$ cat config.mk
export PLATFORM = sky130hd
export DESIGN_NAME = exec_stage
export DESIGN_NICKNAME = d
export VERILOG_FILES = /design/src/ooo_pkg.sv /design/src/fu_if.sv /design/src/exec_dispatch.sv /design/src/shift_unit.sv /design/src/alu_unit.sv /design/src/cdb_arbiter.sv /design/src/exec_stage.sv
export VERILOG_INCLUDE_DIRS = /design/src
export SDC_FILE = /design/constraint.sdc
export NUM_CORES = 1
export LEC_CHECK = 0
export ABC_AREA = 0
export BUFFER_PORTS_ARGS = -buffer_cell sky130_fd_sc_hd__clkbuf_2
export CORE_MARGIN = 2
export CORE_UTILIZATION = 30
export DETAILED_ROUTE_END_ITERATION = 10
export SYNTH_ARGS = -nofsm -noshare
export SYNTH_HDL_FRONTEND = slang
export SYNTH_SLANG_ARGS = --single-unit
$ cat constraint.sdc
create_clock -name clk -period 5 [get_ports clk]
set_clock_uncertainty 0.15 [all_clocks]
set_input_delay 1 -clock clk [delete_from_list [all_inputs] [get_ports clk]]
set_output_delay 1 -clock clk [all_outputs]
set_load 0.03 [all_outputs]
$ cat src/ooo_cfg.svh
/*
  widths for the execute stage
  data, reorder-buffer tag and shift-count widths
*/

`ifndef OOO_CFG_SVH
`define OOO_CFG_SVH

// operand and result width
`define OOO_XLEN 32

// reorder-buffer tag width
`define OOO_TAG_W 4

// shift count, taken from the low bits of operand b
`define OOO_SHAMT_W 5

`endif

$ cat src/ooo_pkg.sv
/*
  shared types for the execute stage
  operation codes, CDB packet, operation class helper
*/

`include "ooo_cfg.svh"

package ooo_pkg;

  // operation codes issued by the reservation station
  typedef enum logic [3:0] {
    op_add = 4'd0,
    op_sub = 4'd1,
    op_and = 4'd2,
    op_or  = 4'd3,
    op_xor = 4'd4,
    op_sll = 4'd5,
    op_srl = 4'd6,
    op_sra = 4'd7
  } alu_op_t;

  // tagged result broadcast on the CDB
  typedef struct packed {
    logic [`OOO_TAG_W-1:0] dest_rob;
    logic [`OOO_XLEN-1:0]  result;
  } cdb_packet_t;

  // true for operations executed by the shift unit
  function automatic logic is_shift_op(alu_op_t op);
    return (op == op_sll) || (op == op_srl) || (op == op_sra);
  endfunction

endpackage

$ cat src/fu_if.sv
/*
  functional unit interface
  issue handshake from the dispatcher, completion handshake to the arbiter
*/

`timescale 1ns/1ps

`include "ooo_cfg.svh"

interface fu_if;

  // issue side
  logic                  issue_valid;
  logic                  issue_ready;
  ooo_pkg::alu_op_t      op;
  logic [`OOO_XLEN-1:0]  a;
  logic [`OOO_XLEN-1:0]  b;
  logic [`OOO_TAG_W-1:0] tag;

  // completion side, yumi is the one-cycle take pulse
  logic                  done_valid;
  ooo_pkg::cdb_packet_t  packet;
  logic                  yumi;

  modport dispatch (
    output issue_valid, op, a, b, tag,
    input  issue_ready
  );

  modport unit (
    input  issue_valid, op, a, b, tag, yumi,
    output issue_ready, done_valid, packet
  );

  modport arbiter (
    input  done_valid, packet,
    output yumi
  );

endinterface

$ cat src/exec_dispatch.sv
/*
  operation dispatcher
  steers the issue strobe to the alu or shift unit, returns its ready
*/

`timescale 1ns/1ps

`include "ooo_cfg.svh"

module exec_dispatch (
  input  logic                  issue_valid,
  input  ooo_pkg::alu_op_t      issue_op,
  input  logic [`OOO_XLEN-1:0]  issue_a,
  input  logic [`OOO_XLEN-1:0]  issue_b,
  input  logic [`OOO_TAG_W-1:0] issue_tag,
  output logic                  issue_ready,
  fu_if.dispatch                alu_port,
  fu_if.dispatch                shift_port
);

  logic to_shift;

  // operation class decode
  assign to_shift = ooo_pkg::is_shift_op(issue_op);

  // only the selected unit sees the strobe
  assign alu_port.issue_valid   = issue_valid & ~to_shift;
  assign shift_port.issue_valid = issue_valid & to_shift;

  // payload fans out to both units
  assign alu_port.op    = issue_op;
  assign alu_port.a     = issue_a;
  assign alu_port.b     = issue_b;
  assign alu_port.tag   = issue_tag;

  assign shift_port.op  = issue_op;
  assign shift_port.a   = issue_a;
  assign shift_port.b   = issue_b;
  assign shift_port.tag = issue_tag;

  // readiness of the unit the op selects
  assign issue_ready = to_shift ? shift_port.issue_ready : alu_port.issue_ready;

endmodule

$ cat src/shift_unit.sv
/*
  multi-cycle shift unit, one bit per cycle
  operand and count registers with an idle/shift/done controller
*/

`timescale 1ns/1ps

`include "ooo_cfg.svh"

module shift_unit (
  input logic clk,
  input logic reset,
  fu_if.unit  port
);

  typedef enum logic [1:0] {
    s_idle  = 2'b00,
    s_shift = 2'b01,
    s_done  = 2'b10
  } state_t;

  state_t state;
  state_t state_next;

  // datapath registers
  logic [`OOO_XLEN-1:0]    data_q;
  logic [`OOO_SHAMT_W-1:0] count_q;
  logic [`OOO_TAG_W-1:0]   tag_q;
  ooo_pkg::alu_op_t        op_q;

  // controller outputs
  logic                    load;
  logic                    step;
  logic                    count_zero;
  logic [`OOO_XLEN-1:0]    data_step;

  assign count_zero = (count_q == '0);

  assign load = (state == s_idle) & port.issue_valid;
  assign step = (state == s_shift) & ~count_zero;

  // one-bit shift, fill depends on the latched op
  always_comb begin
    case (op_q)
      ooo_pkg::op_sll: data_step = {data_q[`OOO_XLEN-2:0], 1'b0};
      ooo_pkg::op_sra: data_step = {data_q[`OOO_XLEN-1], data_q[`OOO_XLEN-1:1]};
      default:         data_step = {1'b0, data_q[`OOO_XLEN-1:1]};
    endcase
  end

  // operand, count, tag and op
  always_ff @(posedge clk) begin
    if (load) begin
      data_q  <= port.a;
      count_q <= port.b[`OOO_SHAMT_W-1:0];
      tag_q   <= port.tag;
      op_q    <= port.op;
    end else if (step) begin
      data_q  <= data_step;
      count_q <= count_q - 1'b1;
    end
  end

  // state register
  always_ff @(posedge clk) begin
    if (reset) begin
      state <= s_idle;
    end else begin
      state <= state_next;
    end
  end

  // next state
  always_comb begin
    state_next = state;
    case (state)
      s_idle: begin
        if (port.issue_valid) begin
          state_next = s_shift;
        end
      end
      s_shift: begin
        // one extra edge once the count has run out
        if (count_zero) begin
          state_next = s_done;
        end
      end
      s_done: begin
        if (port.yumi) begin
          state_next = s_idle;
        end
      end
      default: begin
        state_next = s_idle;
      end
    endcase
  end

  // handshake outputs
  assign port.issue_ready = (state == s_idle);
  assign port.done_valid  = (state == s_done);

  // finished packet, steady while in done
  assign port.packet = '{dest_rob: tag_q, result: data_q};

endmodule

$ cat src/alu_unit.sv
/*
  single-cycle alu unit
  add, sub, and, or, xor with a result holding register
*/

`timescale 1ns/1ps

`include "ooo_cfg.svh"

module alu_unit (
  input logic clk,
  input logic reset,
  fu_if.unit  port
);

  logic                  full;
  logic                  accept;
  logic [`OOO_XLEN-1:0]  alu_result;
  logic [`OOO_XLEN-1:0]  result_q;
  logic [`OOO_TAG_W-1:0] tag_q;

  // accepts only while the holding register is empty
  assign port.issue_ready = ~full;
  assign accept = port.issue_valid & ~full;

  // arithmetic and logic, wraps on overflow
  always_comb begin
    case (port.op)
      ooo_pkg::op_add: alu_result = port.a + port.b;
      ooo_pkg::op_sub: alu_result = port.a - port.b;
      ooo_pkg::op_and: alu_result = port.a & port.b;
      ooo_pkg::op_or:  alu_result = port.a | port.b;
      ooo_pkg::op_xor: alu_result = port.a ^ port.b;
      default:         alu_result = '0;
    endcase
  end

  // full flag, cleared when the arbiter takes the result
  always_ff @(posedge clk) begin
    if (reset) begin
      full <= 1'b0;
    end else if (accept) begin
      full <= 1'b1;
    end else if (port.yumi) begin
      full <= 1'b0;
    end
  end

  // holding register
  always_ff @(posedge clk) begin
    if (accept) begin
      result_q <= alu_result;
      tag_q    <= port.tag;
    end
  end

  assign port.done_valid = full;
  assign port.packet     = '{dest_rob: tag_q, result: result_q};

endmodule

$ cat src/cdb_arbiter.sv
/*
  CDB arbiter
  round-robin grant between alu and shift unit, drives the CDB and yumi
*/

`timescale 1ns/1ps

module cdb_arbiter (
  input  logic                  clk,
  input  logic                  reset,
  fu_if.arbiter                 alu_port,
  fu_if.arbiter                 shift_port,
  output logic                  cdb_valid,
  output ooo_pkg::cdb_packet_t  cdb
);

  // set when the shift unit won the last grant
  logic last_shift;
  logic grant_alu;
  logic grant_shift;

  // shift wins when alone, or on a tie when alu won last
  assign grant_shift = shift_port.done_valid & (~alu_port.done_valid | ~last_shift);
  assign grant_alu   = alu_port.done_valid & ~grant_shift;

  assign cdb_valid = alu_port.done_valid | shift_port.done_valid;
  assign cdb       = grant_shift ? shift_port.packet : alu_port.packet;

  // take pulse to the winner
  assign alu_port.yumi   = grant_alu;
  assign shift_port.yumi = grant_shift;

  // reset value favours the alu on the first tie
  always_ff @(posedge clk) begin
    if (reset) begin
      last_shift <= 1'b1;
    end else if (grant_alu | grant_shift) begin
      last_shift <= grant_shift;
    end
  end

endmodule

$ cat src/exec_stage.sv
/*
  execute stage top level
  dispatcher, shift unit, alu unit and CDB arbiter
*/

`timescale 1ns/1ps

`include "ooo_cfg.svh"

module exec_stage (
  input  logic                  clk,
  input  logic                  reset,

  // issue from the reservation station
  input  logic                  issue_valid,
  input  ooo_pkg::alu_op_t      issue_op,
  input  logic [`OOO_XLEN-1:0]  issue_a,
  input  logic [`OOO_XLEN-1:0]  issue_b,
  input  logic [`OOO_TAG_W-1:0] issue_tag,
  output logic                  issue_ready,

  // common data bus
  output logic                  cdb_valid,
  output logic [`OOO_TAG_W-1:0] cdb_tag,
  output logic [`OOO_XLEN-1:0]  cdb_result
);

  ooo_pkg::cdb_packet_t cdb;

  // one bus per functional unit
  fu_if alu_bus ();
  fu_if shift_bus ();

  exec_dispatch u_dispatch (
    .issue_valid (issue_valid),
    .issue_op    (issue_op),
    .issue_a     (issue_a),
    .issue_b     (issue_b),
    .issue_tag   (issue_tag),
    .issue_ready (issue_ready),
    .alu_port    (alu_bus.dispatch),
    .shift_port  (shift_bus.dispatch)
  );

  shift_unit u_shift (
    .clk   (clk),
    .reset (reset),
    .port  (shift_bus.unit)
  );

  alu_unit u_alu (
    .clk   (clk),
    .reset (reset),
    .port  (alu_bus.unit)
  );

  cdb_arbiter u_arbiter (
    .clk        (clk),
    .reset      (reset),
    .alu_port   (alu_bus.arbiter),
    .shift_port (shift_bus.arbiter),
    .cdb_valid  (cdb_valid),
    .cdb        (cdb)
  );

  // split the broadcast packet
  assign cdb_tag    = cdb.dest_rob;
  assign cdb_result = cdb.result;

endmodule

Word level (Yosys, flattened, before mapping)
Cells that the tools add are included.
{"block": "op_classes", "add_sub_neg": 3, "n_mul": 0, "div": 0, "order_cmp": 0, "eq_ne": 15, "shift": 0, "n_mux": 14, "bitwise": 18, "n_reduce_logical": 9}
{"operator": "32-bit one-hot mux with 5 select lines", "n": 1}
{"operator": "32-bit 2-to-1 mux", "n": 2}
{"operator": "32-bit one-hot mux with 2 select lines", "n": 1}
{"operator": "36-bit 2-to-1 mux", "n": 1}
{"operator": "32-bit adder", "n": 1}
{"operator": "32-bit bitwise AND", "n": 1}
{"operator": "32-bit bitwise OR", "n": 1}
{"operator": "32-bit subtractor", "n": 1}
{"operator": "32-bit bitwise XOR", "n": 1}
{"operator": "4-bit by 3-bit == test with 1-bit output, second input constant", "n": 6}
{"operator": "5-bit 2-to-1 mux", "n": 2}
{"operator": "4-bit by 2-bit == test with 1-bit output, second input constant", "n": 2}
{"operator": "1-bit bitwise AND", "n": 7}
{"operator": "2-bit 2-to-1 mux", "n": 3}
{"operator": "2-bit by 1-bit inequality test with 1-bit output, second input constant", "n": 3}
{"operator": "2-bit one-hot mux with 3 select lines", "n": 1}
{"operator": "5-bit zero test", "n": 1}
{"operator": "1-bit inverter", "n": 5}
{"operator": "5-bit by 1-bit subtractor with 5-bit output, second input constant", "n": 1}
{"operator": "4-bit by 1-bit == test with 1-bit output, second input constant", "n": 1}
{"operator": "4-bit zero test", "n": 1}
{"operator": "2-bit nonzero test", "n": 2}
{"operator": "1-bit 2-to-1 mux", "n": 3}
{"operator": "1-bit bitwise OR", "n": 3}
{"operator": "7 further kinds", "n": 8}
{"block": "word_totals", "ff_bits": 85, "latch_bits": 0, "mem_bits_rw": 0, "mem_bits_ro": 0, "inputBits": 75, "wordCells": 69, "memories": 0}

Longest topological paths before layout
{"block": "logic_depth", "depth_word": 7, "mapped_depth": 18}

Cells and area by module
Synthesis repeated with hierarchy kept, for this count alone.
{"block": "hier_totals", "hier_cells": 992, "hier_area_um2": 9312.7}
{"module": "alu_unit", "n_inst": 1, "cells_each": 608, "area_each_um2": 5225.0, "seq_area_each_um2": 1101.1}
{"module": "shift_unit", "n_inst": 1, "cells_each": 187, "area_each_um2": 2309.7, "seq_area_each_um2": 1391.3}
{"module": "exec_dispatch", "n_inst": 1, "cells_each": 150, "area_each_um2": 1127.3, "seq_area_each_um2": 0.0}
{"module": "cdb_arbiter", "n_inst": 1, "cells_each": 47, "area_each_um2": 650.6, "seq_area_each_um2": 20.0}

Worst setup path after synthesis
OpenSTA, ideal clock, no wires.
{"block": "synth_timing", "path_type": "input-to-reg", "start": "input port issue_op[3]", "end": "register u_alu.result_q[0] (enable)", "setup_ns": 0.484, "arrival_ns": 3.895, "required_time_ns": 4.366, "slack_ns": 0.471, "path_stages": 3, "cell_sequence": "nand2b_1 > nor2_1 > nor3b_1"}
{"block": "synth_between", "elab_chain_len": 6}
{"item": "start, declared", "line_no": "exec_stage.sv:16", "source": "input ooo_pkg::alu_op_t issue_op,"}
{"item": "4-bit by 3-bit == test with 1-bit output", "line_no": "ooo_pkg.sv:30", "source": "return (op == op_sll) || (op == op_srl) || (op == op_sra);"}
{"item": "1-bit logical OR", "line_no": "ooo_pkg.sv:30"}
{"item": "1-bit logical OR (*)", "line_no": "ooo_pkg.sv:30"}
{"item": "1-bit inverter (*)", "line_no": "exec_dispatch.sv:27", "source": "assign alu_port.issue_valid = issue_valid & ~to_shift;"}
{"item": "1-bit bitwise AND (*)", "line_no": "exec_dispatch.sv:27"}
{"item": "1-bit bitwise AND (*)", "line_no": "alu_unit.sv:24", "source": "assign accept = port.issue_valid & ~full;"}
{"item": "named net u_alu.accept", "line_no": "alu_unit.sv:17", "source": "logic accept;"}
{"item": "end signal, assigned", "line_no": "alu_unit.sv:52", "source": "result_q <= alu_result;"}
{"item": "end, declared", "line_no": "alu_unit.sv:19", "source": "logic [`OOO_XLEN-1:0] result_q;"}
Mark *: on every way through the listed nets, which the timed path passes. The rest lies on a longest branch.
A chain may end at the register's enable or synchronous reset.

Worst setup path in the final report
{"block": "layout_timing", "start": "input port issue_b[4]", "end": "register u_alu.result_q[31] (data pin)"}
{"block": "layout_between", "elab_chain_len": 2}
{"item": "start, declared", "line_no": "exec_stage.sv:18", "source": "input logic [`OOO_XLEN-1:0] issue_b,"}
{"item": "32-bit subtractor or 32-bit adder (tied branches)", "line_no": "alu_unit.sv:30, alu_unit.sv:29"}
{"item": "32-bit one-hot mux with 5 select lines (*)", "line_no": "alu_unit.sv:28", "source": "case (port.op)"}
{"item": "named net u_alu.alu_result[31]", "line_no": "alu_unit.sv:18", "source": "logic [`OOO_XLEN-1:0] alu_result;"}
Marked as above.

==> impl_results.md <==
- Status: completed
- Final hold violation count: 0
- Synth cell types: 64
- Max Cap Violations: 0
- Worst slew margin: 0.3100
- Die Height: 163.9 µm
- Std-Cell Rows: 58
- Total core area: 25110 µm²
- WL final: 21700 µm
- Peak supply drop: 0.1312 mV
- Critical Path AT: 4.37 ns
- Sw Ratio: 0.3258
- Reg2Reg Setup Slack: 3.00 ns
- Max-slew violation count: 0
- Post-route ant nets: 0
- DP HPWL: 16810 µm
- Post-synthesis sequential area ratio: 0.3277
- Per-cell routed wire length: 17.36 µm
- Htree depth: 3
- Initial drt markers: 365
- Internal power: 1.475 mW
- CTS sink count: 85
- Synth Warn #: 0
- CTS tree: built
- First-pass GRT wire length: 34100 µm
- Ys flop type: edfxtp_1
- Net count after synthesis: 980
- Synth Instances: 806
- Power Total: 2.188 mW
- Element type at the critical path start: input port
- Resized cells post-CTS: 0
- Total number of vias: 6434
- Antenna Cells: 0
- Beginning of the worst hold path: u_arbiter.last_shift
- Worst slew pin tran: 1.031 ns
- Die ar.: 26850 µm²
- Lkg Pwr: 3.812 nW
- Gate power share: 0.290
- Min cycle time layout: 4.449 ns
- Worst-path clk slew: 0.07 ns
- Worst-skew pair later-pin latency: 0.35 ns
- Final nets: 1090
- Share of layout cells above drive strength 1: 0.2228
- Crit path required time: 4.92 ns
- CP max FO: 5
- Grt total ovfl: 0
- Max Freq: 224.8 MHz
- Top-level I/O count: 113
- Total Neg Setup Slack: 0 ns
- Post-Syn Area: 7666 µm²
- Post-Syn Area per Cell: 9.511 µm²
- Clk network pwr share: 0.317
- Synthesis-to-finish area growth: 17.30%
- EDFF count, synth: 81
- Endpoints failing setup: 0
- CTS max path bufs: 2
- CTS Buf Count: 9
- Crit Path Class: in2reg
- Pin count of the biggest net entering global routing: 38
- Drt pass-1 iters: 7
- IO buf count: 112
- Total GRT Usage: 0.1631
- Clock root buffer: clkbuf_16
- GPL Wtd Cong: 0.9382
- Detailed-route DRC error count: 0
- Net Switching: 0.7130 mW
- Hold Crit Class: reg2reg
- Routed vias/inst: 5.147
- Vias in the first global route: 6230
- FF+latch count, synth: 85
- Reg power frac: 0.394
- Post-route setup slack: 0.5510 ns
- WHS Path Cells: 2
- FFs w/ async S/R, synth: 0
- Final period util: 0.8898
- Setup Buffers After CTS: 0
- # hold bufs at CTS: 0
- Starting Density: 0.3053
- R2r startpoint: u_shift.state[1]
- Die Wd: 163.9 µm
- CP Capture Type: flip-flop
- Hold EP: u_arbiter.last_shift
- Worst slack at placement: 0.2226 ns
- Worst R2R End: u_shift.data_q[0]
- Worst Reg2Reg Path Length in Cells: 8
- Antenna violations before repair: 0
- PD cells: 243.4 nW/µm²
- Unrepaired setup endpoints after global routing: no
## power groups by stage
stage                     sequential (mW)  combinational (mW)  clock [mW]
after CTS                           0.862               0.634       0.715
after global placement              0.877               0.623           0
final                               0.862               0.634       0.693
after detailed placement            0.878               0.630           0
after global routing                0.867               0.703       0.741
after floorplan                     0.869               0.437           0
## metrics by stage
| step | util | cell area [µm²] | std cells | hold WS [ns] |
|---|---|---|---|---|
| 2_1_floorplan | - | 7666 | 806 | 0.3075 |
| 3_3_place_gp | 0.3463 | 8695 | 1235 | 0.3298 |
| 3_5_place_dp | 0.3463 | 8695 | 1235 | 0.3383 |
| 4_1_cts | 0.3581 | 8992 | 1250 | 0.3560 |
| 5_1_grt | 0.3581 | 8992 | 1250 | 0.3941 |
| 6_report | 0.3581 | 8992 | 1250 | 0.3507 |
## cell usage in the layout, fill, tap and decap left out, drive strengths merged, types with 36 or more instances in the layout
| master | netlist | routed |
|---|---|---|
| a21oi | 36 | 36 |
| clkbuf | 30 | 121 |
| edfxtp | 81 | 81 |
| ha | 98 | 98 |
| inv | 72 | 75 |
| mux2 | 36 | 36 |
| nand2 | 79 | 79 |
| nor2 | 39 | 39 |
| o21ai | 69 | 69 |
| xnor2 | 47 | 47 |
## state kept, by name (all words and copies together) (netlist names)
register,flops
u_alu.port.done_valid,1
u_alu.result_q,32
u_alu.tag_q,4
u_arbiter.last_shift,1
u_shift.count_q,5
u_shift.data_q,32
u_shift.op_q,4
u_shift.state,2
u_shift.tag_q,4
## worst max-delay path, stage by stage
cell and delay (ns):
clkbuf_2 0.13, nor4_2 0.32, nand2_1 0.21, nor4_4 0.33, a41oi_1 0.22, xnor2_1 0.17, ha_1 0.37, and3_1 0.22
nor4bb_1 0.29, a21oi_1 0.11, a21oi_1 0.30, o211ai_1 0.17, a31oi_1 0.23, xnor2_1 0.14, o221ai_1 0.14
## how the worst max path moves through the flow
stage / from / slack [ns] / endpoint
detailed placement: issue_b[4] / 0.22 / u_alu.result_q[28]
global route: issue_b[4] / 0.23 / u_alu.result_q[28]
CTS: issue_b[4] / 0.60 / u_alu.result_q[28]
finish: issue_b[4] / 0.55 / u_alu.result_q[31]
global placement: issue_b[4] / 0.32 / u_alu.result_q[31]
floorplan: issue_op[3] / 0.47 / u_alu.result_q[0]
## final cells by class
type	instances	area, µm²
Inverter	73	274.0
Fill cell	2582	16120
Clock buffer	9	225.2
Tap cell	330	412.9
Multi-Input combinational cell	615	4785
Clock inverter	6	72.57
Sequential cell	85	2512
Timing Repair Buffer	132	710.7
## metal layers
metal,routed length [µm],track usage,vias to the layer above
li1,-,-,3186
met1,9977,0.2123,3079
met2,10400,0.2777,160
met3,1161,0.03258,9
met4,163,0.03947,0
met5,0,0,-
## synthesized netlist by cell type (8+ instances only)
master     n  share of area
nor3_1     9         0.0059
nand3_1    8         0.0052
mux2i_1   30          0.039
mux2_2    36          0.053
nor2_1    38          0.019
edfxtp_1  81           0.32
inv_1     72          0.035
ha_1      98           0.16
xor2_1    12          0.014
a21o_1    15          0.015
a22oi_1   21          0.021
a21oi_1   36          0.024
o221ai_1  21          0.024
o21ai_0   64          0.042
xnor2_1   47          0.054
a31oi_1   11         0.0090
a221oi_1   8         0.0091
nand2_1   79          0.039
clkbuf_1  29          0.014
## logic make-up after synthesis
kind of cell	synth area share
flops	0.3277
simple gates	0.1069
buf+inv	0.05206
xor+xnor	0.06741
mux	0.09205
compound gates	0.1913
fa+ha+maj	0.1626
Power figures use the tool's default switching activity.
